File: src/include/hdr_params.svh
/* widths and sizes of the camera stream path; pixels per word times pixel width
   must equal the word width, and FIFO depth should stay a small power of two */
`ifndef HDR_PARAMS_SVH
`define HDR_PARAMS_SVH

// raw pixel and memory word
`define HDR_PIX_W        8
`define HDR_WORD_W       64
`define HDR_PIX_PER_WORD 8

// mode switch width
`define HDR_MODE_W       2

// output buffer and credit link
`define HDR_FIFO_DEPTH   4
`define HDR_LINK_CREDITS 4

`endif

File: src/hw/hdr_pkg.sv
/* stream types shared by every stage; beats carry no handshake and the
   camera side can never be stalled */
`include "hdr_params.svh"

package hdr_pkg;

	// pixel source, 00 falls back to camera 0
	typedef enum logic [`HDR_MODE_W-1:0] {
		MODE_DEFAULT = 2'b00,
		MODE_CAM0    = 2'b01,
		MODE_CAM1    = 2'b10,
		MODE_HDR     = 2'b11
	} mode_e;

	// one aligned beat from both cameras
	typedef struct packed {
		logic                  valid;
		logic                  sof;
		logic                  eof;
		logic [`HDR_PIX_W-1:0] cam0;
		logic [`HDR_PIX_W-1:0] cam1;
	} cam_pair_t;

	// selected pixel after the mode mux
	typedef struct packed {
		logic                  valid;
		logic                  sof;
		logic                  eof;
		logic [`HDR_PIX_W-1:0] pix;
	} pix_beat_t;

	// memory word, first pixel in the low byte
	typedef struct packed {
		logic                   first;
		logic                   last;
		logic [`HDR_WORD_W-1:0] data;
	} mem_word_t;

endpackage

File: src/hw/credit_tx_fifo.sv
/* sends only while credits remain; one credit_i pulse returns one credit and
   extra returns beyond the initial grant are ignored; overflow stays set until reset */
`timescale 1ns/1ns
`include "hdr_params.svh"

module credit_tx_fifo
	import hdr_pkg::*;
(
	input  logic      sys_clk_b,
	input  logic      reset_n_b,
	input  mem_word_t word_i,
	input  logic      word_valid_i,
	input  logic      credit_i,
	output mem_word_t mem_o,
	output logic      mem_valid_o,
	output logic      overflow_o
);

	localparam int DEPTH   = `HDR_FIFO_DEPTH;
	localparam int CREDITS = `HDR_LINK_CREDITS;
	localparam int PTR_W   = $clog2(DEPTH);
	localparam int CNT_W   = $clog2(DEPTH + 1);
	localparam int CRD_W   = $clog2(CREDITS + 1);

	mem_word_t        fifo_mem [DEPTH];
	logic [PTR_W-1:0] wr_ptr;
	logic [PTR_W-1:0] rd_ptr;
	logic [CNT_W-1:0] count;
	logic [CRD_W-1:0] credit_cnt;
	mem_word_t        head;
	logic             fifo_empty;
	logic             fifo_full;
	logic             send;
	logic             bypass;
	logic             pop;
	logic             push;
	logic             drop;

	assign fifo_empty = (count == '0);
	assign fifo_full  = (count == CNT_W'(DEPTH));

	// an empty FIFO forwards the incoming word straight to the output
	assign head   = fifo_empty ? word_i : fifo_mem[rd_ptr];
	assign send   = (credit_cnt != '0) & (!fifo_empty | word_valid_i);
	assign bypass = send & fifo_empty;
	assign pop    = send & !fifo_empty;
	assign push   = word_valid_i & !bypass & (!fifo_full | pop);
	assign drop   = word_valid_i & !bypass & fifo_full & !pop;

	always_ff @(posedge sys_clk_b or negedge reset_n_b)
	begin
		if (!reset_n_b)
		begin
			wr_ptr      <= '0;
			rd_ptr      <= '0;
			count       <= '0;
			credit_cnt  <= CRD_W'(CREDITS);
			mem_valid_o <= 1'b0;
			overflow_o  <= 1'b0;
		end
		else
		begin
			mem_valid_o <= send;
			if (drop)
				overflow_o <= 1'b1;
			if (push)
				wr_ptr <= (wr_ptr == PTR_W'(DEPTH - 1)) ? '0 : wr_ptr + 1'b1;
			if (pop)
				rd_ptr <= (rd_ptr == PTR_W'(DEPTH - 1)) ? '0 : rd_ptr + 1'b1;
			case ({push, pop})
				2'b10:   count <= count + 1'b1;
				2'b01:   count <= count - 1'b1;
				default: count <= count;
			endcase
			// send and return in one cycle cancel out
			case ({send, credit_i})
				2'b10:   credit_cnt <= credit_cnt - 1'b1;
				2'b01:
				begin
					if (credit_cnt != CRD_W'(CREDITS))
						credit_cnt <= credit_cnt + 1'b1;
				end
				default: credit_cnt <= credit_cnt;
			endcase
		end
	end

	// storage and output word
	always_ff @(posedge sys_clk_b)
	begin
		if (push)
			fifo_mem[wr_ptr] <= word_i;
		if (send)
			mem_o <= head;
	end

endmodule

File: config.mk
export PLATFORM = sky130hd
export DESIGN_NAME = credit_tx_fifo
export DESIGN_NICKNAME = d
export VERILOG_FILES = /design/src/hw/hdr_pkg.sv /design/src/hw/credit_tx_fifo.sv
export VERILOG_INCLUDE_DIRS = /design/src /design/src/include
export SDC_FILE = /design/constraint.sdc
export NUM_CORES = 1
export LEC_CHECK = 0
export BUFFER_PORTS_ARGS = -buffer_cell sky130_fd_sc_hd__buf_2
export CAP_MARGIN = 20
export CORE_MARGIN = 1
export CORE_UTILIZATION = 58
export DETAILED_ROUTE_END_ITERATION = 8
export MAX_ROUTING_LAYER = met4
export PLACE_DENSITY = 0.79
export SYNTH_ARGS = -nofsm -noshare
export SYNTH_HDL_FRONTEND = slang
export SYNTH_SLANG_ARGS = --single-unit
File: constraint.sdc
create_clock -name sys_clk_b -period 5.5 [get_ports sys_clk_b]
set_input_delay 0.275 -clock sys_clk_b [delete_from_list [all_inputs] [get_ports sys_clk_b]]
set_output_delay 0.275 -clock sys_clk_b [all_outputs]
set_load 0.01 [all_outputs]
==> flow_summary.json, run 1 <==
{
  "synth-edff-count": 330,
  "status": "complete, but fails checks",
  "critPathSlowestCell": "dfrtp_4",
  "grt_overflow": 0,
  "ys_async_sr_fraction_pct": 3.509,
  "die_area_um2": 23200,
  "critPathTopFamily": "flip-flops",
  "drtIter0Drc": 354,
  "drt.antenna.violating_nets": 0,
  "hpwlAfterDp_um": 13110,
  "nets": 834,
  "synth_area_um2": 13100,
  "htreeDepth": 2,
  "fin_crit_ns": 2.745,
  "cts.repair.resized": 0,
  "die_y_um": 152.3,
  "rows": 54,
  "drt_wl_total_um": 24270,
  "gp_congestion": 0.6838,
  "synth_nets": 643,
  "portBuffers": 137,
  "synth_flop_cell": "edfxtp_1",
  "setup_viol": 0,
  "viasPerCell": 5.993,
  "die_w_um": 152.3,
  "vias": 6371,
  "crit_path_max_incr_delay_ns": 1.08,
  "synth-seq-cells": 342,
  "drc": 10,
  "wl_per_cell_um": 22.83,
  "maxClockFrequency_ghz": 0.3644,
  "detail_route.first_pass.iterations": 7,
  "clk_path_buf_depth": 3,
  "initial_utilization_pct": 59.68,
  "violations": "design-rule violations",
  "power_density_nw_per_um2": 570.5,
  "yosysTopAreaCell": "edfxtp_1",
  "syn-instance-count": 566,
  "cts_tree": "yes",
  "arrival_ns": 3.01,
  "cts_buffers": 34,
  "cts_sinks": 342,
  "io_pins": 138,
  "grt_max_degree": 69,
  "slew_viol_final": 0,
  "vdd_ir_drop_max_uv": 369.9,
  "fillers": 1281,
  "finalSetupTns_ns": 0,
  "period_share_pct": 49.90,
  "hp-class": "in2reg",
  "grt_usage_pct": 22.34,
  "clkTransAtPathRegs_ns": 0.06,
  "yosysWarningCount": 0,
  "clkLatencyLatePin_ns": 0.52,
  "ys_seq_area_share_pct": 77.92,
  "ys_types": 40,
  "grt_pass1_vias": 6781,
  "slew_headroom_pct": 28.44,
  "start_kind": "register",
  "final-hold-violation-count": 0,
  "path_cells": "buf_4, mux4_2, mux2_2",
  "path_max_fanout": 49,
  "fin_worst_skew_ns": 0.02694,
  "avgSynthCellArea_um2": 23.15,
  "cts_root_buffer": "clkbuf_16",
  "core_um2": 21960,
  "cap_violations": 0,
  "synth_top_area_share_pct": 75.62,
  "cp.required_ns": 5.76,
  "antenna_found_initial": 1,
  "cp-end-kind": "register",
  "grt_pass1_wl_um": 37830,
  "criticalPathCategory": "reg2reg",
  "tightest_slew_ns": 1.073,
  "synthTopCellsByArea": "edfxtp_1 (76%), mux4_2 (11%), mux2_2 (6.0%)",
  "rsz0062_at_grt": "false",
  "crit_buf_inv": 1,
  "layout-drive-gt1-share_pct": 42.71,
  "cellLeakagePower_nw": 5.355,
  "power_mw": 8.868,
  "syn2layout_area_growth_pct": 18.62,
  "postCtsSetupBuffers": 0
}
==> flip-flops by register name, summed over array words and instances (netlist names) <==
register	cells
mem_o	66
credit_cnt	3
mem_valid_o	1
count	3
rd_ptr	2
fifo_mem	264
wr_ptr	2
overflow_o	1
==> power breakdown <==
group          switching (mW)  internal [mW]  leakage (nW)
Sequential              0.458           3.82          3.23
Combinational            1.14           1.21          1.61
Clock                   0.928           1.31         0.519
==> stage by stage <==
| step | util (%) | cell area [um2] | hold WS [ns] | setup WS (ns) | cells |
|---|---|---|---|---|---|
| after floorplan | - | 13100 | -0.02059 | 1.442 | 566 |
| after global placement | 63.99 | 14050 | 0.1685 | 2.729 | 960 |
| after detailed placement | 63.99 | 14050 | 0.1808 | 2.704 | 960 |
| after CTS | 70.77 | 15540 | 0.0007836 | 2.680 | 1062 |
| after global routing | 70.79 | 15540 | 0.004801 | 2.554 | 1063 |
| final | 70.79 | 15540 | 0.005903 | 2.755 | 1063 |
==> routing by layer <==
layer	share of wire [%]	up-vias	global-route usage (%)	wire [um]
met2	52	278	36.82	12510
met5	0	-	-	0
met3	7.0	45	3.811	1697
met1	39	3290	28.24	9546
met4	2.1	0	8.163	512
li1	-	2758	-	-
==> cell type report <==
cell class / count / area (um2) / share of cell area [%]
diodes: 1 / 2.502 / 0.01610
clock buffers: 40 / 894.6 / 5.755
clock inverters: 21 / 185.2 / 1.191
inverters: 4 / 15.01 / 0.09659
multi-input cells: 194 / 2759 / 17.75
flip-flops and latches: 342 / 10220 / 65.74
well taps: 280 / 350.3 / 2.254
repair buffers: 181 / 1119 / 7.196
==> final timing paths <==
kind                            start         endpoint  slack [ns]  depth (start not counted)
max                         rd_ptr[0]         mem_o[8]        2.76                          3
min                        word_i[35]  fifo_mem[0][35]       0.006                          1
max reg2reg                 rd_ptr[0]         mem_o[8]        2.76                          3
min reg2reg                overflow_o       overflow_o        0.52                          1
max in group asynchronous   reset_n_b    credit_cnt[2]        5.04                          2
min in group asynchronous   reset_n_b       overflow_o        0.17                          2
==> cells by family after synthesis <==
family / synth area share (%)
flops: 77.92
mux: 17.55
simple gates: 1.404
compound gates: 0.8594
buf+inv: 1.279
fa+ha+maj: 0.7830
xor+xnor: 0.2006
==> synthesized netlist by cell type (2+ instances only) <==
cell,number
a21oi_1,2
and3_1,5
buf_1,6
buf_2,11
buf_6,4
clkbuf_1,4
dfrtp_1,11
edfxtp_1,330
fa_1,2
ha_1,5
inv_1,4
mux2_2,70
mux4_1,4
mux4_2,62
nand2b_1,2
nand3_1,4
nor2_1,8
nor3_1,2
o21ai_0,4
o311ai_0,2
or3_1,4
xor2_1,2
==> what timing repair did <==
action | CTS | global route
hold buffers | 41 | 0
hold endpoints to repair | 162 | 0
endpoints found under the setup margin | 0 | 0
==> cells in the final DEF (no fill, tap or decap), types with 3 or more instances in the layout <==
| cell | n |
|---|---|
| ha_1 | 5 |
| edfxtp_1 | 330 |
| dlygate4sd3_1 | 41 |
| clkinvlp_4 | 4 |
| o21ai_0 | 4 |
| mux2_2 | 70 |
| mux4_2 | 62 |
| mux4_1 | 4 |
| or3_1 | 4 |
| nor2_1 | 7 |
| buf_4 | 3 |
| bufinv_16 | 3 |
| dfrtp_1 | 9 |
| nand3_1 | 4 |
| clkbuf_16 | 35 |
| inv_1 | 4 |
| clkinv_2 | 6 |
| buf_2 | 137 |
| clkinv_1 | 7 |
| clkbuf_1 | 5 |
| and3_4 | 4 |
Note: power is estimated with default switching activity, not from simulation.
==> run 2: changes to the inputs <==
- CORE_UTILIZATION: 58 -> 53
- PLACE_DENSITY: 0.79 -> 0.76
- clock period: 5.5 -> 2.2 ns (I/O delays scaled with it)
==> run 2 against run 1 <==
Compared with the run above:
- the flow now finishes without violations
- first-iteration DRC count up 40%
- count of clock-buffer cells in the layout is 3 higher
- global-route usage down 1.4 points
==> flow_summary.json, run 2 (synthesis results as in run 1) <==
{
  "initial_utilization_pct": 53.88,
  "vias": 6432,
  "cellLeakagePower_nw": 5.631,
  "io_pins": 138,
  "slew_viol_final": 0,
  "drt.antenna.violating_nets": 0,
  "rows": 57,
  "multi_input_comb_area_um2": 2786,
  "layout_common_cells": "edfxtp_1 (330), buf_2 (137), mux2_2 (70), dlygate4sd3_1 (68), mux4_2 (62)",
  "crit_buf_inv": 0,
  "wl_per_cell_um": 21.37,
  "path_max_fanout": 7,
  "hpwlAfterDp_um": 14200,
  "start_kind": "register",
  "grt_overflow": 0,
  "fin_worst_skew_ns": 0.01393,
  "path_cells": "nor3_2, or3_1, fa_1, nand2b_1, or3_1, o311ai_1",
  "postCtsSetupBuffers": 0,
  "cts_sinks": 342,
  "viasPerCell": 5.608,
  "cts_root_buffer": "clkbuf_16",
  "drt_wl_total_um": 24510,
  "largest_register": "fifo_mem",
  "die_y_um": 159.2,
  "hp-class": "in2async",
  "nets": 878,
  "period_share_pct": 95.66,
  "layout-drive-gt1-share_pct": 42.94,
  "whs_ns": 0.03321,
  "cap_violations": 0,
  "reg_top3": "fifo_mem: 264 flops, mem_o: 66 flops",
  "final-hold-violation-count": 0,
  "grt_usage_pct": 20.92,
  "htreeDepth": 2,
  "fin_crit_ns": 2.105,
  "core_um2": 24320,
  "dpl-instance-area_um2": 14450,
  "cts_tree": "yes",
  "cts_buffers": 34,
  "cp-end-kind": "register",
  "r2r_slack_ns": 0.1,
  "final_common_cell": "edfxtp_1",
  "vdd_ir_drop_max_uv": 742.0,
  "crit_path_max_incr_delay_ns": 0.59,
  "power_mw": 22.76,
  "cp.required_ns": 2.59,
  "drc": 0,
  "status": "complete, no violations",
  "grt_max_degree": 68,
  "syn2layout_area_growth_pct": 23.91,
  "utilization_pct": 66.76,
  "fillers": 1534,
  "slew_headroom_pct": 66.86,
  "grt_pass1_vias": 6910,
  "seqCellArea_um2": 10220,
  "critPathTopFamily": "simple AND/OR/NAND/NOR gates",
  "criticalPathCategory": "reg2reg",
  "drtIter0Drc": 494,
  "clk_path_buf_depth": 3,
  "crit_top_cell": "or3_1",
  "gp_congestion": 0.8142,
  "rsz0062_at_grt": "false",
  "grt_pass1_wl_um": 39320,
  "die_area_um2": 25360,
  "portBuffers": 137,
  "tightest_slew_ns": 0.4959,
  "critPathSlowestCell": "dfstp_2",
  "setup_viol": 0,
  "detail_route.first_pass.iterations": 5,
  "maxClockFrequency_ghz": 0.4752,
  "die_w_um": 159.2,
  "power_density_nw_per_um2": 1401,
  "final_area_um2": 16240,
  "largest_reg_flops": 264,
  "dp.cells": 1021,
  "clkLatencyLatePin_ns": 0.51,
  "clkTransAtPathRegs_ns": 0.06,
  "antenna_found_initial": 1,
  "fin_cells": 1147,
  "arrival_ns": 2.50
}
[run 2: area by class of cell]
type                       instances  share of cell area (%)
multi-input combinational        194                   17.16
antenna                            1                 0.01541
timing repair buffer             225                   10.65
inverter                           4                 0.09247
sequential                       342                   62.95
tap                              324                   2.497
clock inverter                    14                  0.7321
clock buffer                      43                   5.903
[run 2: repair_timing]
action / in CTS / in global routing
endpoints found under the setup margin: 2 / 3
hold endpoints to repair: 335 / 0
resized for setup: 1 / 8
hold buffers: 68 / 0
cloned: 0 / 0
[run 2: stage by stage]
step                      worst slack [ns]  setup TNS, ns
after floorplan                    -0.2477         -65.61
after global placement             0.07839              0
after detailed placement           0.02428              0
after CTS                          0.01179              0
after global routing               0.02701              0
final                              0.09543              0
[run 2: metal layers]
metal  share of wire (%)  GRT usage (%)
met3                 6.1          4.767
met2                  49          32.68
met1                  43          28.37
met5                   0              -
met4                 1.5          4.939
[run 2: path summary, 6_finish.rpt]
kind	end	cells after the start	start
worst min register to register	overflow_o	1	overflow_o
max in group asynchronous	credit_cnt[2]	2	reset_n_b
min in group sys_clk_b	overflow_o	2	word_valid_i
worst max-delay path	count[2]	6	credit_cnt[2]
worst max register to register	count[2]	6	credit_cnt[2]
worst min-delay path	mem_valid_o	2	reset_n_b
[run 2: worst register-to-register path, delay by kind of cell, from the launching register on]
family          cells  cell delay, ns
simple gates        4            0.92
flops               1            0.59
fa+ha+maj           1            0.40
compound gates      1            0.08
[run 2: power breakdown]
part / internal [mW] / switching (mW) / total, mW
combinational: 3.55 / 3.45 / 7.00
clock: 3.30 / 2.26 / 5.56
sequential: 9.52 / 0.676 / 10.2
