File: src/include/hdr_params.svh
/* widths and sizes of the camera stream path; pixels per word times pixel width
   must equal the word width, and FIFO depth should stay a small power of two */
`ifndef HDR_PARAMS_SVH
`define HDR_PARAMS_SVH

// raw pixel and memory word
`define HDR_PIX_W        8
`define HDR_WORD_W       64
`define HDR_PIX_PER_WORD 8

// mode switch width
`define HDR_MODE_W       2

// output buffer and credit link
`define HDR_FIFO_DEPTH   4
`define HDR_LINK_CREDITS 4

`endif

File: src/hw/hdr_pkg.sv
/* stream types shared by every stage; beats carry no handshake and the
   camera side can never be stalled */
`include "hdr_params.svh"

package hdr_pkg;

	// pixel source, 00 falls back to camera 0
	typedef enum logic [`HDR_MODE_W-1:0] {
		MODE_DEFAULT = 2'b00,
		MODE_CAM0    = 2'b01,
		MODE_CAM1    = 2'b10,
		MODE_HDR     = 2'b11
	} mode_e;

	// one aligned beat from both cameras
	typedef struct packed {
		logic                  valid;
		logic                  sof;
		logic                  eof;
		logic [`HDR_PIX_W-1:0] cam0;
		logic [`HDR_PIX_W-1:0] cam1;
	} cam_pair_t;

	// selected pixel after the mode mux
	typedef struct packed {
		logic                  valid;
		logic                  sof;
		logic                  eof;
		logic [`HDR_PIX_W-1:0] pix;
	} pix_beat_t;

	// memory word, first pixel in the low byte
	typedef struct packed {
		logic                   first;
		logic                   last;
		logic [`HDR_WORD_W-1:0] data;
	} mem_word_t;

endpackage

File: src/hw/cam_input_sync.sv
/* cameras must already be in sys_clk_b and pixel aligned; the switch value
   is sampled only at sof, so a change mid frame waits for the next frame */
`timescale 1ns/1ns
`include "hdr_params.svh"

module cam_input_sync
	import hdr_pkg::*;
(
	input  logic                   sys_clk_b,
	input  logic                   reset_n_b,
	input  cam_pair_t              cam_i,
	input  logic [`HDR_MODE_W-1:0] mode_sw_i,
	output cam_pair_t              cam_o,
	output mode_e                  mode_o
);

	logic [`HDR_MODE_W-1:0] sw_meta;
	logic [`HDR_MODE_W-1:0] sw_sync;
	mode_e                  frame_mode;
	mode_e                  beat_mode;
	logic                   frame_start;

	assign frame_start = cam_i.valid & cam_i.sof;

	// the sof beat itself already uses the new mode
	assign beat_mode = frame_start ? mode_e'(sw_sync) : frame_mode;

	// two flop switch synchroniser and frame mode latch
	always_ff @(posedge sys_clk_b or negedge reset_n_b)
	begin
		if (!reset_n_b)
		begin
			sw_meta    <= '0;
			sw_sync    <= '0;
			frame_mode <= MODE_DEFAULT;
		end
		else
		begin
			sw_meta <= mode_sw_i;
			sw_sync <= sw_meta;
			if (frame_start)
				frame_mode <= beat_mode;
		end
	end

	// beat and its mode leave together
	always_ff @(posedge sys_clk_b or negedge reset_n_b)
	begin
		if (!reset_n_b)
		begin
			cam_o  <= '0;
			mode_o <= MODE_DEFAULT;
		end
		else
		begin
			cam_o  <= cam_i;
			mode_o <= beat_mode;
		end
	end

endmodule

File: config.mk
export PLATFORM = sky130hd
export DESIGN_NAME = cam_input_sync
export DESIGN_NICKNAME = d
export VERILOG_FILES = /design/src/hw/hdr_pkg.sv /design/src/hw/cam_input_sync.sv
export VERILOG_INCLUDE_DIRS = /design/src /design/src/include
export SDC_FILE = /design/constraint.sdc
export NUM_CORES = 1
export LEC_CHECK = 0
export BUFFER_PORTS_ARGS = -buffer_cell sky130_fd_sc_hd__buf_2
export CAP_MARGIN = 10
export CELL_PAD_IN_SITES_DETAIL_PLACEMENT = 1
export CELL_PAD_IN_SITES_GLOBAL_PLACEMENT = 1
export CORE_ASPECT_RATIO = 1.25
export CORE_MARGIN = 4
export CORE_UTILIZATION = 28
export DETAILED_ROUTE_END_ITERATION = 8
export GPL_TIMING_DRIVEN = 0
export HOLD_SLACK_MARGIN = 0.02
export PLACE_DENSITY = 0.67
export RECOVER_POWER = 100
export REMOVE_ABC_BUFFERS = 1
export SYNTH_ARGS = -nofsm -noshare
export SYNTH_HDL_FRONTEND = slang
export SYNTH_SLANG_ARGS = --single-unit
File: constraint.sdc
create_clock -name sys_clk_b -period 0.8 [get_ports sys_clk_b]
set_input_delay 0.08 -clock sys_clk_b [delete_from_list [all_inputs] [get_ports sys_clk_b]]
set_output_delay 0.08 -clock sys_clk_b [all_outputs]
set_load 0.02 [all_outputs]
==> results of run 1 <==
final cells by class:
type                    count  area, µm²
fillers                   247       1087
flip-flops and latches     27      675.6
repair buffers             65      563.0
multi-input cells           5      55.05
well taps                  33      41.29
clock buffers               3      22.52
clock inverters             1      7.507
per-layer routing:
metal / vias up / GRT usage, %
li1: 241 / -
met3: 4 / 2.989
met1: 253 / 14.05
met5: - / 0
met2: 36 / 24.23
met4: 0 / 9.585
timing repair:
action,4_1_cts,5_1_grt
endpoints found under the hold margin,48,0
hold buffers,22,0
resized for setup,42,1
endpoints found under the setup margin,21,23
power breakdown:
group | switching (mW) | leakage [nW] | total [mW] | internal, mW
clock | 0.407 | 0.0139 | 0.599 | 0.191
sequential | 0.0493 | 0.315 | 1.50 | 1.45
combinational | 0.183 | 0.321 | 0.436 | 0.253
total | 0.639 | 0.650 | 2.54 | 1.90
cells in the mapped netlist:
cell     count
dfrtp_1     27
mux2_2       4
nand2_2      1
path summary, 6_finish.rpt:
| check | slack (ps) | start | to | depth (start not counted) |
|---|---|---|---|---|
| max | -190 | mode_o[0]$_DFF_PN0_ | mode_o[0] | 1 |
| min | 150 | cam_i[18] | mode_o[1]$_DFF_PN0_ | 3 |
| max reg2reg | 0 | sw_sync[0]$_DFF_PN0_ | frame_mode[0]$_DFFE_PN0P_ | 1 |
| min reg2reg | 380 | sw_meta[0]$_DFF_PN0_ | sw_sync[0]$_DFF_PN0_ | 0 |
| max in group asynchronous | 130 | reset_n_b | frame_mode[0]$_DFFE_PN0P_ | 2 |
| min in group asynchronous | 270 | reset_n_b | mode_o[1]$_DFF_PN0_ | 2 |
registers in the layout, indices dropped and copies added (netlist names):
name	flops
cam_o	19
frame_mode	2
mode_o	2
sw_meta	2
sw_sync	2
cell families (layout without fill, tap and decap cells):
kind of cell / Yosys count / in the layout / share of synthesized area (%)
muxes: 4 / 4 / 6.196
buffers and inverters: 0 / 69 / 0
and+or+nand+nor: 1 / 1 / 0.8611
DFF: 27 / 27 / 92.94
==> out/qor.txt, run 1 <==
Final period util -> 124.1%
Slew @ Worst Pin -> 570.6 ps
Vias/cell -> 3.985
Top-Level Pins -> 44
YS warnings -> 0
WL met2 -> 1.114 mm
Detailed Routing Iterations Pass 1 -> 2
Wire length on met3 -> 237 µm
Clk sink count -> 27
Worst EP required -> 720 ps
Worst EP arrival -> 910 ps
Total GRT Usage -> 13.90%
Cell Pwr Density -> 1859 nW/µm²
Die area -> 3481 µm²
Clk slew on worst S/H paths -> 160 ps
Initial antenna violation count -> 0
Yosys top cell area share -> 92.94%
Top sig layer -> met4
Setup TNS -> -3016 ps
DRT met1 WL -> 735 µm
Peak supply drop -> 1.015 mV
Fin crit period -> 993.2 ps
Final Slew Violations -> 0
Final wirelength -> 2.144 mm
Status -> finished, violations left
Crit-path cells -> buf_6
Overall Power -> 2.537 mW
Crit Path Category -> flop to output pin
Fin area -> 1365 µm²
Worst path bufs/invs -> 1
Worst skew pair latency -> 330 ps
Port Buffers -> 43
Slowest stage delay, CP -> 440 ps
Wire length of the first global-routing pass -> 3.270 mm
Total number of vias -> 534
Row Count -> 20
Antenna-violating nets left -> 0
Setup violators final -> 21
GRT overflow -> 0
Startpoint Class -> flop
Most common cell after layout, fill and taps aside -> dfrtp_1
Worst-path cell with the longest stage delay -> dfrtp_1
Ant. Diodes -> 0
Final WS setup -> -193.2 ps
Yosys cell types -> 3
Cell total after placement -> 108
Final hold slack -> 148.1 ps
Worst setup EP type -> output pin
Share of layout cells above drive strength 1 -> 48.51%
Max_slew headroom -> 61.96%
Post-route clock skew -> 17.89 ps
CTS tree -> yes
FMAX -> 1.007 GHz
1st-iter DRT viols -> 3
RSZ-0062 raised after global routing -> yes
Clk root buf -> clkbuf_4
Commonest cells after routing, fill and taps aside -> 27 x dfrtp_1, 22 x dlygate4sd3_1, 21 x buf_6, 19 x buf_2
Post-Syn Instances -> 32
P_leak -> 0.6500 nW
Failing checks -> setup timing
Synth area leaders -> dfrtp_1 93%, mux2_2 6.2%, nand2_2 0.86%
Clock Path Buffers -> 2
Yosys reg bits -> 27
CP top delay family -> flip-flops
Crit Path Max Fanout -> 1
Utilization after layout -> 55.66%
Sequential share of the synthesized area -> 92.94%
Routability cong. -> 0.5799
Post-CTS Setup Inserts -> 0
Die Height -> 64.97 µm
Placement Setup Slack -> 26.49 ps
Routed WL per cell -> 16.00 µm
Area growth syn-to-layout -> 87.78%
Largest net degree at the start of global routing -> 28
Fin. Hold Viols -> 0
Die width -> 53.58 µm
Hold Path Class -> input pin to flop
Final net count -> 125
DRC viols -> 0
Post-DP Area -> 983.4 µm²
Area leader, netlist -> dfrtp_1
Vias in the first global route -> 650
Htree depth -> 1
Starting density of the core -> 29.64%
Core Area -> 2452 µm²
Final Non-Filler Cells -> 134
Max Cap Violations -> 0
Netlist Area Pre-Place -> 726.9 µm²
Num CTS Buffers -> 3
Syn_area_per_cell -> 22.72 µm²
No activity file was read; power rests on OpenSTA's default activity.
==> run 2: changes to the inputs <==
- CTS_BUF_LIST: default -> sky130_fd_sc_hd__clkbuf_16
- REMOVE_ABC_BUFFERS: 1 -> default
==> out/qor.txt, run 2 (same netlist as run 1, synthesis figures left out) <==
Worst-path cell with the longest stage delay -> dfrtp_1
Routability cong. -> 0.5799
Startpoint Class -> flop
Initial antenna violation count -> 0
Slew @ Worst Pin -> 360.6 ps
Crit Path Max Fanout -> 1
Max_slew headroom -> 75.96%
Post-route clock skew -> 4.111 ps
Die area -> 3481 µm²
Clock Path Buffers -> 2
Vias/cell -> 3.955
Status -> finished, violations left
Min-Delay Endpoint -> mode_o[1]$_DFF_PN0_
Ant. Diodes -> 0
RSZ-0062 raised after global routing -> yes
Port Buffers -> 43
Hold Path Depth -> 3
Worst Reg-to-Reg Cells -> 1
P_leak -> 0.6663 nW
Row Count -> 20
Die Height -> 64.97 µm
Reg2reg end -> frame_mode[1]$_DFFE_PN0P_
Final net count -> 125
Total GRT Usage -> 13.24%
Fin. Hold Viols -> 0
Wire length of the first global-routing pass -> 3.139 mm
Core Area -> 2452 µm²
Hold Path Class -> input pin to flop
R2R setup slack -> 40 ps
Setup violators final -> 21
Die width -> 53.58 µm
Area growth syn-to-layout -> 94.66%
Cell Pwr Density -> 2159 nW/µm²
Routed WL per cell -> 14.72 µm
Crit Path Category -> flop to output pin
Htree depth -> 1
Failing checks -> setup timing
Reg with most FFs -> cam_o
Final wirelength -> 1.973 mm
Worst EP arrival -> 810 ps
Num CTS Buffers -> 3
Fin crit period -> 885.8 ps
# fillers -> 249
Largest net degree at the start of global routing -> 28
Max Cap Violations -> 0
GRT overflow -> 0
FMAX -> 1.129 GHz
Crit-path cells -> buf_6
Peak supply drop -> 1.487 mV
HP Start -> cam_i[17]
Worst setup startpoint -> mode_o[0]$_DFF_PN0_
Share of layout cells above drive strength 1 -> 47.52%
Detailed Routing Iterations Pass 1 -> 2
Post-CTS Setup Inserts -> 0
Final WS setup -> -85.79 ps
Worst setup EP type -> output pin
Slowest stage delay, CP -> 400 ps
CTS tree -> yes
Final Slew Violations -> 0
Starting density of the core -> 29.64%
CP top delay family -> flip-flops
Worst path bufs/invs -> 1
Syn nets -> 55
Worst EP required -> 720 ps
Most common cell after layout, fill and taps aside -> dfrtp_1
Max FFs per register -> 19
Final period util -> 110.7%
Commonest cells after routing, fill and taps aside -> 27 x dfrtp_1, 22 x dlygate4sd3_1, 21 x buf_6, 17 x buf_2
Clk sink count -> 27
Total number of vias -> 530
Top-Level Pins -> 44
Critical R2R Launch -> frame_mode[1]$_DFFE_PN0P_
Worst skew pair latency -> 260 ps
Setup TNS -> -944.3 ps
CP Depth -> 1
DRC viols -> 0
1st-iter DRT viols -> 12
Antenna-violating nets left -> 0
Clk root buf -> clkbuf_16
Clk slew on worst S/H paths -> 70 ps
Vias in the first global route -> 633
Utilization after layout -> 57.70%
## run 2: metal layers
| layer | up-vias | track usage [%] | routed length, µm |
|---|---|---|---|
| li1 | 239 | - | - |
| met1 | 253 | 13.15 | 727 |
| met2 | 36 | 22.55 | 1004 |
| met3 | 2 | 4.368 | 204 |
| met4 | 0 | 8.626 | 36 |
| met5 | - | 0 | 0 |
## run 2: final cells by class
class                   count  area (µm²)  area share, %
clock inverters             1       7.507         0.5305
well taps                  33       41.29          2.918
clock buffers               3       75.07          5.305
multi-input cells           5       51.30          3.625
flip-flops and latches     27       675.6          47.75
repair buffers             65       564.3          39.88
## run 2: report_power, final
group / switching [mW] / leakage (nW) / internal [mW]
registers: 0.0444 / 0.315 / 1.45
clock network: 0.448 / 0.0371 / 0.678
logic: 0.181 / 0.314 / 0.249
## run 2: tightest hold or removal path, delay by kind of cell
| family | cells | cell delay, ps |
|---|---|---|
| mux | 1 | 160 |
| simple gates | 1 | 110 |
| buf+inv | 1 | 100 |
## run 2: repair_timing
item	in CTS	in global routing
hold buffers	22	0
setup endpoints to repair	21	48
gates resized for setup	42	1
hold endpoints to repair	48	0
## run 2: metrics by stage
stage / setup slack [ps] / instances / hold WS (ps) / area, µm² / total power, mW
after floorplan: 85.31 / 32 / -215.6 / 726.9 / 1.621
after global routing: -110.3 / 134 / 243.4 / 1415 / 3.186
after global placement: 46.14 / 108 / 95.25 / 983.4 / 1.763
final: -85.79 / 134 / 215.0 / 1415 / 3.055
after CTS: -59.20 / 134 / 211.3 / 1418 / 3.077
after detailed placement: 26.49 / 108 / 108.1 / 983.4 / 1.775
## run 2: how the worst max path moves through the flow
stage / to
floorplan: frame_mode[0]$_DFFE_PN0P_
global placement: mode_o[1]$_DFF_PN0_
detailed placement: frame_mode[1]$_DFFE_PN0P_
CTS: cam_o[3]
global route: mode_o[0]
finish: mode_o[0]
==> run 3: changes to the inputs <==
- SETUP_SLACK_MARGIN: default -> 0.2
==> out/qor.txt, run 3 (same netlist as run 1, synthesis figures left out) <==
Fin. Hold Viols -> 27
Hold Path Class -> input pin to asynchronous set/reset pin
Initial antenna violation count -> 0
Status -> finished, violations left
Syn nets -> 55
Clk slew on worst S/H paths -> 70 ps
FMAX -> 1.163 GHz
Hold_buf cts -> 21
Total GRT Usage -> 13.25%
Final WS setup -> -59.76 ps
Most common cell after layout, fill and taps aside -> dfrtp_1
Setup violators final -> 21
Clk root buf -> clkbuf_16
# fillers -> 234
Final wirelength -> 2.061 mm
Starting density of the core -> 29.64%
Top-Level Pins -> 44
Worst EP arrival -> 780 ps
Worst EP required -> 720 ps
Crit Path Max Fanout -> 1
Routed WL per cell -> 15.50 µm
Crit Path Category -> flop to output pin
Final net count -> 124
Peak supply drop -> 1.577 mV
Area of the multi-input gates -> 66.31 µm²
Largest net degree at the start of global routing -> 28
Failing checks -> hold timing, setup timing
Max_slew headroom -> 55.26%
Post-route clock skew -> 4.694 ps
P_leak -> 0.6959 nW
Die area -> 3481 µm²
Reg with most FFs -> cam_o
RSZ-0062 raised after global routing -> yes
Antenna-violating nets left -> 0
Final period util -> 107.5%
Wire length of the first global-routing pass -> 3.070 mm
Crit-path cells -> buf_6
Wire length on met3 -> 220 µm
WL met2 -> 1.004 mm
Worst-path cell with the longest stage delay -> dfrtp_1
Worst path bufs/invs -> 1
Cell Pwr Density -> 2149 nW/µm²
Core Area -> 2452 µm²
Max FFs per register -> 19
Placement Setup Slack -> 26.49 ps
Post-CTS Setup Inserts -> 0
Clock Path Buffers -> 2
DRC viols -> 0
Vias in the first global route -> 637
Detailed Routing Iterations Pass 1 -> 2
Die width -> 53.58 µm
1st-iter DRT viols -> 8
Area growth syn-to-layout -> 95.87%
Fin crit period -> 859.8 ps
Top sig layer -> met4
Clk sink count -> 27
Slowest stage delay, CP -> 390 ps
Row Count -> 20
Num CTS Buffers -> 3
Final Slew Violations -> 0
Slew @ Worst Pin -> 671.2 ps
Final hold slack -> -152.3 ps
GRT overflow -> 0
CTS tree -> yes
CP top delay family -> flip-flops
DRT met1 WL -> 787 µm
Share of layout cells above drive strength 1 -> 51.00%
Commonest cells after routing, fill and taps aside -> 27 x dfrtp_1, 21 x buf_6, 20 x buf_2, 15 x dlygate4sd3_1, 5 x clkdlybuf4s25_1
Ant. Diodes -> 0
Routability cong. -> 0.5799
FF/Latch Area -> 675.6 µm²
Startpoint Class -> flop
Worst skew pair latency -> 260 ps
Port Buffers -> 43
Die Height -> 64.97 µm
Total number of vias -> 519
Vias/cell -> 3.902
Htree depth -> 1
Max Cap Violations -> 0
Worst setup EP type -> output pin
-- run 3: cell count changes in the layout (fill, tap and decap cells not counted) --
cell | before | now
dlymetal6s4s_1 | 0 | 1
clkbuf_1 | 4 | 1
dlygate4sd3_1 | 22 | 15
buf_2 | 17 | 20
mux2_2 | 4 | 0
clkbuf_2 | 0 | 1
clkbuf_4 | 1 | 0
clkdlybuf4s25_1 | 0 | 5
mux2_4 | 0 | 4
-- run 3: through the flow --
| stage | power, mW | util, % | std cells | setup TNS (ps) | area, µm² |
|---|---|---|---|---|---|
| after floorplan | 1.621 | - | 32 | 0 | 726.9 |
| after global placement | 1.763 | 40.10 | 108 | 0 | 983.4 |
| after detailed placement | 1.775 | 40.10 | 108 | 0 | 983.4 |
| after CTS | 3.096 | 58.01 | 133 | -997.1 | 1423 |
| after global routing | 3.196 | 58.06 | 133 | -1480 | 1424 |
| final | 3.060 | 58.06 | 133 | -951.5 | 1424 |
-- run 3: layout make-up --
cell class,count,share of cell area (%)
sequential,27,47.45
timing repair buffer,64,39.19
clock buffer,3,5.272
multi-input combinational,5,4.657
tap,33,2.900
clock inverter,1,0.5272
-- run 3: report_power, final --
part | internal, mW | switching, mW
Sequential | 1.45 | 0.0466
Combinational | 0.266 | 0.181
Clock | 0.678 | 0.434
Total | 2.40 | 0.662
-- run 3: layer usage --
layer,vias up,track usage [%]
met1,248,13.34
li1,235,-
met3,2,4.368
met2,34,21.47
met5,-,0
met4,0,10.54
-- run 3: path summary, 6_finish.rpt --
kind                                 startpoint                   end  cells past startpoint  slack (ps)
max in group asynchronous             reset_n_b   cam_o[14]$_DFF_PN0_                      1         520
max reg2reg                sw_sync[1]$_DFF_PN0_   mode_o[1]$_DFF_PN0_                      1          30
max                          cam_o[1]$_DFF_PN0_              cam_o[1]                      1         -60
min                                   reset_n_b    cam_o[6]$_DFF_PN0_                      1        -150
min in group sys_clk_b                cam_i[12]   cam_o[12]$_DFF_PN0_                      2         160
min reg2reg                sw_meta[1]$_DFF_PN0_  sw_sync[1]$_DFF_PN0_                      0         360
-- run 3: what timing repair did --
action / CTS / global route
endpoints found under the setup margin: 25 / 31
resized for setup: 46 / 6
endpoints found under the hold margin: 48 / 27
