--- src/include/hdr_params.svh ---
/* widths and sizes of the camera stream path; pixels per word times pixel width
   must equal the word width, and FIFO depth should stay a small power of two */
`ifndef HDR_PARAMS_SVH
`define HDR_PARAMS_SVH

// raw pixel and memory word
`define HDR_PIX_W        8
`define HDR_WORD_W       64
`define HDR_PIX_PER_WORD 8

// mode switch width
`define HDR_MODE_W       2

// output buffer and credit link
`define HDR_FIFO_DEPTH   4
`define HDR_LINK_CREDITS 4

`endif

--- src/hw/hdr_pkg.sv ---
/* stream types shared by every stage; beats carry no handshake and the
   camera side can never be stalled */
`include "hdr_params.svh"

package hdr_pkg;

	// pixel source, 00 falls back to camera 0
	typedef enum logic [`HDR_MODE_W-1:0] {
		MODE_DEFAULT = 2'b00,
		MODE_CAM0    = 2'b01,
		MODE_CAM1    = 2'b10,
		MODE_HDR     = 2'b11
	} mode_e;

	// one aligned beat from both cameras
	typedef struct packed {
		logic                  valid;
		logic                  sof;
		logic                  eof;
		logic [`HDR_PIX_W-1:0] cam0;
		logic [`HDR_PIX_W-1:0] cam1;
	} cam_pair_t;

	// selected pixel after the mode mux
	typedef struct packed {
		logic                  valid;
		logic                  sof;
		logic                  eof;
		logic [`HDR_PIX_W-1:0] pix;
	} pix_beat_t;

	// memory word, first pixel in the low byte
	typedef struct packed {
		logic                   first;
		logic                   last;
		logic [`HDR_WORD_W-1:0] data;
	} mem_word_t;

endpackage

--- src/hw/hdr_mode_mux.sv ---
/* the HDR sample here is only the mean of the two pixels, rounded down;
   flags pass through unchanged with one cycle of latency */
`timescale 1ns/1ns
`include "hdr_params.svh"

module hdr_mode_mux
	import hdr_pkg::*;
(
	input  logic      sys_clk_b,
	input  logic      reset_n_b,
	input  cam_pair_t cam_i,
	input  mode_e     mode_i,
	output pix_beat_t beat_o
);

	logic [`HDR_PIX_W:0]   fused_sum;
	logic [`HDR_PIX_W-1:0] fused_pix;
	logic [`HDR_PIX_W-1:0] sel_pix;

	// 9 bit sum, upper bits give the floor of the mean
	assign fused_sum = {1'b0, cam_i.cam0} + {1'b0, cam_i.cam1};
	assign fused_pix = fused_sum[`HDR_PIX_W:1];

	always_comb
	begin
		case (mode_i)
			MODE_CAM1: sel_pix = cam_i.cam1;
			MODE_HDR:  sel_pix = fused_pix;
			// MODE_DEFAULT behaves as camera 0
			default:   sel_pix = cam_i.cam0;
		endcase
	end

	always_ff @(posedge sys_clk_b or negedge reset_n_b)
	begin
		if (!reset_n_b)
			beat_o <= '0;
		else
		begin
			beat_o.valid <= cam_i.valid;
			beat_o.sof   <= cam_i.sof;
			beat_o.eof   <= cam_i.eof;
			beat_o.pix   <= sel_pix;
		end
	end

endmodule

--- config.mk ---
export PLATFORM = sky130hd
export DESIGN_NAME = hdr_mode_mux
export DESIGN_NICKNAME = d
export VERILOG_FILES = /design/src/hw/hdr_pkg.sv /design/src/hw/hdr_mode_mux.sv
export VERILOG_INCLUDE_DIRS = /design/src /design/src/include
export SDC_FILE = /design/constraint.sdc
export NUM_CORES = 1
export LEC_CHECK = 0
export BUFFER_PORTS_ARGS = -buffer_cell sky130_fd_sc_hd__buf_2
export CORE_MARGIN = 2
export CORE_UTILIZATION = 45
export DETAILED_ROUTE_END_ITERATION = 10
export PLACE_DENSITY = 0.84
export SYNTH_ARGS = -nofsm -noshare
export SYNTH_HDL_FRONTEND = slang
export SYNTH_SLANG_ARGS = --single-unit
--- constraint.sdc ---
create_clock -name sys_clk_b -period 0.8 [get_ports sys_clk_b]
set_clock_uncertainty 0.1 [all_clocks]
set_input_delay 0.12 -clock sys_clk_b [delete_from_list [all_inputs] [get_ports sys_clk_b]]
set_output_delay 0.12 -clock sys_clk_b [all_outputs]
set_load 0.01 [all_outputs]
==> flow_metrics.py, run 1 <==
metrics = {
    "critical_path": {
        "required_ns": 0.83,
        "cp-end-kind": "flop",
        "path_max_fanout": 3,
        "arrival_ns": 1.81,
        "max_stage_delay_ns": 0.36,
        "start_kind": "primary input",
        "crit_chain": "buf_6 -> and2_4 -> fa_2 -> a211o_1 -> a211o_1 -> a311oi_2 -> nor2_1",
        "cp_num_buf_inv": 1,
        "critPathKind": "in -> reg",
        "slowest_stage": "a311oi_2",
        "cp_top_family": "compound AO/OA/AOI/OAI gates",
        "cp_common_cell": "a211o_1",
    },
    "logic_synthesis": {
        "synth_edf_count": 0,
        "netlist_area_um2": 764,
        "synth_ff_type": "dfrtp_1",
        "netlist_instances": 82,
        "ys_seq_area_frac": 0.360,
        "yosys_register_bits": 11,
        "synth.avg_cell_area_um2": 9.32,
        "synth_nets": 113,
        "synth_warnings": 0,
        "ys_types": 31,
        "async_flop_share": 1.00,
    },
    "clocking": {
        "clockBufferDepth": 2,
        "htreeDepth": 1,
        "cts.sinks": 11,
        "cts.reportedPaths.clkPinSlew_ns": 0.07,
        "clock_tree.root_cell": "clkbuf_4",
        "numCtsBuffers": 3,
        "cts_tree": "yes",
    },
    "timing": {
        "finalHoldViolCount": 0,
        "rsz0062_at_grt": "yes",
        "fmax_ghz": 0.563,
        "whs_ns": 0.0329,
        "slew_headroom": 0.777,
        "period_needed_ns": 1.78,
        "tightest_slew_ns": 0.334,
        "finalMaxSlewViolations": 0,
        "setup_tns_ns": -7.18,
        "finalSetupViolCount": 19,
        "setup_ws_ns": -0.976,
        "post-route-period-util": 2.22,
    },
    "routing": {
        "drt_iter0_drc": 58,
        "drc": 0,
        "dr.pass1.iters": 4,
        "vias": 1027,
        "ant_nets": 0,
        "wl_um": 3430,
        "wl_per_cell_um": 20.8,
        "viasPerCell": 6.22,
    },
    "grt": {
        "grt_max_degree": 12,
        "grt_pass1_vias": 1009,
        "globalRoute.totalOverflow": 0,
        "globalRouteTotalUtil": 0.297,
        "antenna_found_initial": 0,
        "grt_pass1_wl_um": 4270,
    },
    "layout": {
        "drive_gt1_frac": 0.574,
        "largest_reg_flops": 11,
        "nets": 180,
        "top_register": "beat_o",
        "final_cell_mix": "buf_2 (28), buf_4 (23), dfrtp_1 (11)",
        "final_common_cell": "buf_2",
        "top_regs": "beat_o: 11 flops",
        "area_growth_syn_to_layout_pct": 81.8,
    },
    "placed_design": {
        "portBuffers": 33,
        "dp_hpwl_um": 1700,
        "gp_congestion": 0.866,
    },
    "power": {
        "finalPower_mw": 1.84,
        "pwr_density_cell_mw_per_mm2": 1320,
        "p_leak_nw": 0.675,
        "irDropWorstVdd_v": 0.000914,
    },
    "floorplanning": {
        "fp.dieW_um": 45.2,
        "dieArea_mm2": 0.00204,
        "start_util": 0.496,
        "fp.coreArea_mm2": 0.00154,
        "ios": 34,
        "num_rows": 14,
        "die_height_um": 45.2,
    },
    "outcome": {
        "status": "finished, violations left",
        "violations": "negative setup slack",
    },
    "worst_hold_path": {
        "min-delay-start": "cam_i[5]",
        "holdPathStages": 3,
        "min_to": "beat_o[5]",
        "hold_path.class": "in -> reg",
    },
    "job": {
        "drv_cap": 0,
    },
}
-- kinds of logic after synthesis --
group	after synthesis	synth area share
adders and majority gates	8	0.141
DFF	11	0.360
muxes	2	0.0278
and+or+nand+nor	28	0.193
buffers and inverters	3	0.0164
xor gates and xnor gates	1	0.0115
AOI/OAI and AO/OA	29	0.250
-- synthesized netlist by cell type (2+ instances only) --
cell type / instances / area [um2]
a21oi_1: 12 / 60.1
dfrtp_1: 11 / 275
ha_1: 7 / 87.6
nor2_1: 6 / 22.5
nor2b_1: 6 / 37.5
a211o_1: 5 / 43.8
nand3_1: 5 / 25.0
nand2_1: 4 / 15.0
o21a_1: 3 / 22.5
and3_1: 2 / 12.5
-- per-stage QoR --
stage | setup WS [ns] | cells | instance area, um2 | utilization
finish | -0.976 | 165 | 1390 | 0.902
detailed placement | -1.10 | 150 | 1120 | 0.724
floorplan | -0.890 | 82 | 782 | -
global route | -0.964 | 164 | 1390 | 0.900
CTS | -0.777 | 161 | 1290 | 0.838
global placement | -1.03 | 150 | 1120 | 0.724
-- routing by layer --
metal  global-route usage  wire (um)
met5                    0          0
met4                0.176        165
met3               0.0280        388
met2                0.591       1780
met1                0.286       1100
-- worst max path at each step --
stage                  start  slack, ns         to  depth (start not counted)
global placement    cam_i[0]      -1.03  beat_o[7]                          7
global route        cam_i[0]      -0.96  beat_o[7]                          7
detailed placement  cam_i[0]      -1.10  beat_o[7]                          7
floorplan           cam_i[0]      -0.89  beat_o[7]                          6
finish              cam_i[0]      -0.98  beat_o[7]                          7
CTS                 cam_i[0]      -0.78  beat_o[7]                          7
-- layout make-up --
cell class                 instances  area [um2]
tap                               16        20.0
antenna                            1        2.50
multi-input combinational         68         607
clock buffer                       3        22.5
sequential                        11         275
timing repair buffer              64         454
inverter                           1        3.75
fill                              72         151
clock inverter                     1        5.00
-- tightest hold or removal path: cells and delay by family --
kind / cells / cell delay (ns)
simple gates: 1 / 0.07
compound gates: 1 / 0.08
buf+inv: 1 / 0.09
-- report_power, final --
group          leakage, nW  total, mW  switching, mW  internal (mW)
logic                0.528      0.850          0.420          0.430
clock network       0.0177      0.361          0.177          0.185
registers            0.130      0.626         0.0183          0.608
total                0.675       1.84          0.615           1.22
-- timing repair --
item                                    4_1_cts  5_1_grt
endpoints found under the setup margin       19       19
pin swaps                                     9       11
hold buffers                                  4        0
hold endpoints to repair                     14        0
gates resized for setup                      16       14
buffers inserted                              3        3
cloned                                        0        0
Power figures use the tool's default switching activity.
==> run 2: changes to the inputs <==
--- a/config.mk
+++ b/config.mk
@@ -7,10 +7,11 @@
 export NUM_CORES = 1
 export LEC_CHECK = 0
 export BUFFER_PORTS_ARGS = -buffer_cell sky130_fd_sc_hd__buf_2
-export CORE_MARGIN = 2
+export CORE_MARGIN = 1.5
 export CORE_UTILIZATION = 45
 export DETAILED_ROUTE_END_ITERATION = 10
 export PLACE_DENSITY = 0.84
+export SKIP_CTS_REPAIR_TIMING = 1
 export SYNTH_ARGS = -nofsm -noshare
 export SYNTH_HDL_FRONTEND = slang
 export SYNTH_SLANG_ARGS = --single-unit
==> flow_metrics.py, run 2 (synthesis gave the netlist of run 1 again) <==
metrics = {
    "outcome": {
        "status": "finished, violations left",
        "violations": "negative setup slack",
    },
    "timing": {
        "tightest_slew_ns": 0.269,
        "finalMaxSlewViolations": 0,
        "fmax_ghz": 0.622,
        "rsz0062_at_grt": "yes",
        "slew_headroom": 0.819,
        "setup_ws_ns": -0.807,
        "finalSetupViolCount": 19,
        "period_needed_ns": 1.61,
        "finalHoldViolCount": 0,
        "post-route-period-util": 2.01,
    },
    "power": {
        "irDropWorstVdd_v": 0.000722,
        "finalPower_mw": 1.68,
        "pwr_density_cell_mw_per_mm2": 1290,
        "p_leak_nw": 0.643,
    },
    "critical_path": {
        "path_max_fanout": 3,
        "cp_common_cell": "a211o_1",
        "cp-end-kind": "flop",
        "cp_top_family": "compound AO/OA/AOI/OAI gates",
        "arrival_ns": 1.65,
        "path_depth": 7,
        "cp_num_buf_inv": 1,
        "max_stage_delay_ns": 0.37,
        "crit_chain": "buf_6 -> and2_4 -> fa_2 -> a211o_1 -> a211o_1 -> a311oi_2 -> nor2_1",
        "critPathKind": "in -> reg",
        "required_ns": 0.85,
        "slowest_stage": "a211o_1",
        "start_kind": "primary input",
    },
    "placed_design": {
        "dp_hpwl_um": 1790,
        "gp_congestion": 0.871,
        "placed_cell_area_mm2": 0.00112,
        "portBuffers": 33,
        "dp_slack_ns": -1.08,
    },
    "routing": {
        "wl_um": 2600,
        "viasPerCell": 5.83,
        "ant_nets": 0,
        "vias": 938,
        "drc": 0,
        "wl_per_cell_um": 16.1,
        "dr.pass1.iters": 5,
        "drt_iter0_drc": 23,
    },
    "worst_hold_path": {
        "min-delay-start": "cam_i[5]",
        "min_to": "beat_o[5]",
        "hold_path.class": "in -> reg",
        "holdPathStages": 3,
    },
    "clocking": {
        "htreeDepth": 1,
        "cts.reportedPaths.clkPinSlew_ns": 0.06,
        "clock_tree.root_cell": "clkbuf_4",
        "numCtsBuffers": 3,
        "cts.sinks": 11,
        "cts_tree": "yes",
        "clockBufferDepth": 2,
    },
    "layout": {
        "nets": 177,
        "largest_reg_flops": 11,
        "stdcell_area_mm2": 0.00130,
        "drive_gt1_frac": 0.524,
        "top_regs": "beat_o: 11 flops",
        "final_common_cell": "buf_2",
        "antenna_cells": 0,
        "area_growth_syn_to_layout_pct": 70.0,
        "top_register": "beat_o",
        "final_cell_mix": "buf_2 (28), buf_4 (22), dfrtp_1 (11)",
        "finish.utilization": 0.843,
    },
    "grt": {
        "grt_pass1_vias": 856,
        "grt_pass1_wl_um": 3410,
        "globalRouteTotalUtil": 0.235,
        "grt_max_degree": 12,
        "globalRoute.totalOverflow": 0,
        "antenna_found_initial": 0,
    },
    "floorplanning": {
        "fp.dieW_um": 44.2,
        "die_height_um": 44.2,
        "dieArea_mm2": 0.00195,
        "num_rows": 14,
        "ios": 34,
        "fp.coreArea_mm2": 0.00154,
        "start_util": 0.496,
    },
    "job": {
        "drv_cap": 0,
    },
}
[run 2: cell types whose count changed in the layout (fill, tap and decap cells not counted), sizes merged]
cell    previous run  this run
buf               60        57
clkbuf             3         4
clkinv             1         0
diode              1         0
[run 2: final cells by class]
type / count / area (um2)
multi-input cells: 68 / 551
repair buffers: 61 / 424
flip-flops and latches: 11 / 275
fillers: 82 / 241
clock buffers: 4 / 26.3
well taps: 16 / 20.0
inverters: 1 / 3.75
[run 2: worst max path at each step]
stage / from / to / slack [ns]
finish: cam_i[0] / beat_o[7] / -0.81
global route: cam_i[0] / beat_o[7] / -0.84
CTS: cam_i[0] / beat_o[7] / -0.81
detailed placement: cam_i[0] / beat_o[7] / -1.08
global placement: cam_i[0] / beat_o[7] / -1.02
floorplan: cam_i[0] / beat_o[7] / -0.89
[run 2: per-layer routing]
metal | vias to the layer above | wire [um] | GRT usage | part of all wire
met2 | 52 | 1460 | 0.471 | 0.56
met1 | 443 | 911 | 0.240 | 0.35
met4 | 0 | 54 | 0.0909 | 0.021
li1 | 435 | - | - | -
met3 | 8 | 173 | 0.0286 | 0.067
met5 | - | 0 | 0 | 0
[run 2: report_power, final]
group	switching, mW	internal (mW)
clock	0.161	0.192
sequential	0.0139	0.608
combinational	0.339	0.363
total	0.514	1.16
[run 2: through the flow]
stage,setup TNS [ns],cells,hold slack (ns)
2_1_floorplan,-4.22,82,-0.276
3_3_place_gp,-6.10,151,-0.115
3_5_place_dp,-6.36,151,-0.111
4_1_cts,-6.13,155,-0.388
5_1_grt,-6.83,161,0.0339
6_report,-6.39,161,0.0231
==> run 3: changes to the inputs <==
--- a/config.mk
+++ b/config.mk
@@ -10,6 +10,7 @@
 export CORE_MARGIN = 1.5
 export CORE_UTILIZATION = 45
 export DETAILED_ROUTE_END_ITERATION = 10
+export MAX_ROUTING_LAYER = met4
 export PLACE_DENSITY = 0.84
 export SKIP_CTS_REPAIR_TIMING = 1
 export SYNTH_ARGS = -nofsm -noshare
==> flow_metrics.py, run 3 (synthesis gave the netlist of run 1 again) <==
metrics = {
    "critical_path": {
        "cp_top_family": "compound AO/OA/AOI/OAI gates",
        "critPathKind": "in -> reg",
        "max_stage_delay_ns": 0.34,
        "path_max_fanout": 3,
        "required_ns": 0.86,
        "path_depth": 7,
        "slowest_stage": "fa_2",
        "crit_chain": "buf_6 -> and2_4 -> fa_2 -> a211o_1 -> a211o_1 -> a311oi_2 -> nor2_1",
        "cp_num_buf_inv": 1,
        "cp_common_cell": "a211o_1",
        "cp-end-kind": "flop",
        "arrival_ns": 1.69,
        "start_kind": "primary input",
    },
    "routing": {
        "viasPerCell": 5.83,
        "wl_met3_um": 221,
        "ant_nets": 0,
        "vias": 945,
        "drc": 0,
        "wl_met1_um": 1010,
        "wl_met2_um": 1430,
        "highest_layer": "met4",
        "dr.pass1.iters": 4,
        "drt_iter0_drc": 23,
        "wl_um": 2730,
        "wl_per_cell_um": 16.9,
    },
    "timing": {
        "tightest_slew_ns": 0.335,
        "slew_headroom": 0.777,
        "whs_ns": 0.0115,
        "period_needed_ns": 1.64,
        "setup_ws_ns": -0.836,
        "rsz0062_at_grt": "yes",
        "fmax_ghz": 0.611,
        "finalSetupViolCount": 19,
        "setup_tns_ns": -6.46,
        "finalHoldViolCount": 0,
        "finalMaxSlewViolations": 0,
        "post-route-period-util": 2.05,
    },
    "clocking": {
        "clock_tree.root_cell": "clkbuf_4",
        "clockBufferDepth": 2,
        "cts.sinks": 11,
        "numCtsBuffers": 3,
        "cts.reportedPaths.clkPinSlew_ns": 0.07,
        "cts_tree": "yes",
        "htreeDepth": 1,
    },
    "placed_design": {
        "dpl.cell_count": 151,
        "gp_congestion": 0.887,
        "portBuffers": 33,
        "dp_hpwl_um": 1730,
    },
    "grt": {
        "grt_pass1_vias": 877,
        "grt_max_degree": 12,
        "antenna_found_initial": 0,
        "globalRouteTotalUtil": 0.231,
        "grt_pass1_wl_um": 3300,
        "globalRoute.totalOverflow": 0,
    },
    "job": {
        "drv_cap": 0,
    },
    "floorplanning": {
        "fp.dieW_um": 44.2,
        "num_rows": 14,
        "fp.coreArea_mm2": 0.00154,
        "start_util": 0.496,
        "dieArea_mm2": 0.00195,
        "ios": 34,
        "die_height_um": 44.2,
    },
    "worst_hold_path": {
        "min-delay-start": "cam_i[5]",
        "min_to": "beat_o[5]",
        "holdPathStages": 3,
        "hold_path.class": "in -> reg",
    },
    "layout": {
        "top_regs": "beat_o: 11 flops",
        "top_register": "beat_o",
        "drive_gt1_frac": 0.534,
        "nets": 178,
        "area_growth_syn_to_layout_pct": 72.5,
        "final_cell_mix": "buf_2 (28), buf_4 (21), dfrtp_1 (11)",
        "final_common_cell": "buf_2",
        "antenna_cells": 0,
        "largest_reg_flops": 11,
        "stdcell_count": 162,
    },
    "power": {
        "irDropWorstVdd_v": 0.000797,
        "pwr_density_cell_mw_per_mm2": 1310,
        "finalPower_mw": 1.73,
        "p_leak_nw": 0.648,
    },
    "outcome": {
        "violations": "negative setup slack",
        "status": "finished, violations left",
    },
}
==> run 3: changes by cell type in the layout (fill, tap and decap cells not counted), sizes merged <==
cell | before | now
buf | 57 | 58
==> run 3: layout make-up <==
class                      instances  area, um2
inverter                           1       3.75
sequential                        11        275
fill                              85        223
clock buffer                       4       26.3
timing repair buffer              62        439
multi-input combinational         68        554
tap                               16       20.0
==> run 3: routing by layer <==
| metal | GRT usage | up-vias |
|---|---|---|
| li1 | - | 438 |
| met1 | 0.214 | 433 |
| met2 | 0.456 | 64 |
| met3 | 0.0367 | 10 |
| met4 | 0.0970 | 0 |
| met5 | - | - |
==> run 3: worst max-delay path by stage <==
stage | startpoint | end | slack [ns]
after CTS | cam_i[0] | beat_o[7] | -0.79
final | cam_i[0] | beat_o[7] | -0.84
after global routing | cam_i[0] | beat_o[7] | -0.88
after floorplan | cam_i[0] | beat_o[7] | -0.89
after global placement | cam_i[0] | beat_o[7] | -1.02
after detailed placement | cam_i[0] | beat_o[7] | -1.07
==> run 3: per-stage QoR <==
step | instance area (um2) | util | setup WS (ns)
CTS | 1150 | 0.746 | -0.793
detailed placement | 1120 | 0.729 | -1.07
global route | 1320 | 0.856 | -0.880
finish | 1320 | 0.856 | -0.836
global placement | 1120 | 0.729 | -1.02
floorplan | 782 | - | -0.890
==> run 3: where the power goes <==
part | switching [mW] | leakage, nW | internal (mW) | total [mW]
sequential | 0.0119 | 0.130 | 0.607 | 0.619
combinational | 0.356 | 0.503 | 0.381 | 0.737
clock | 0.184 | 0.0150 | 0.193 | 0.377
total | 0.552 | 0.648 | 1.18 | 1.73
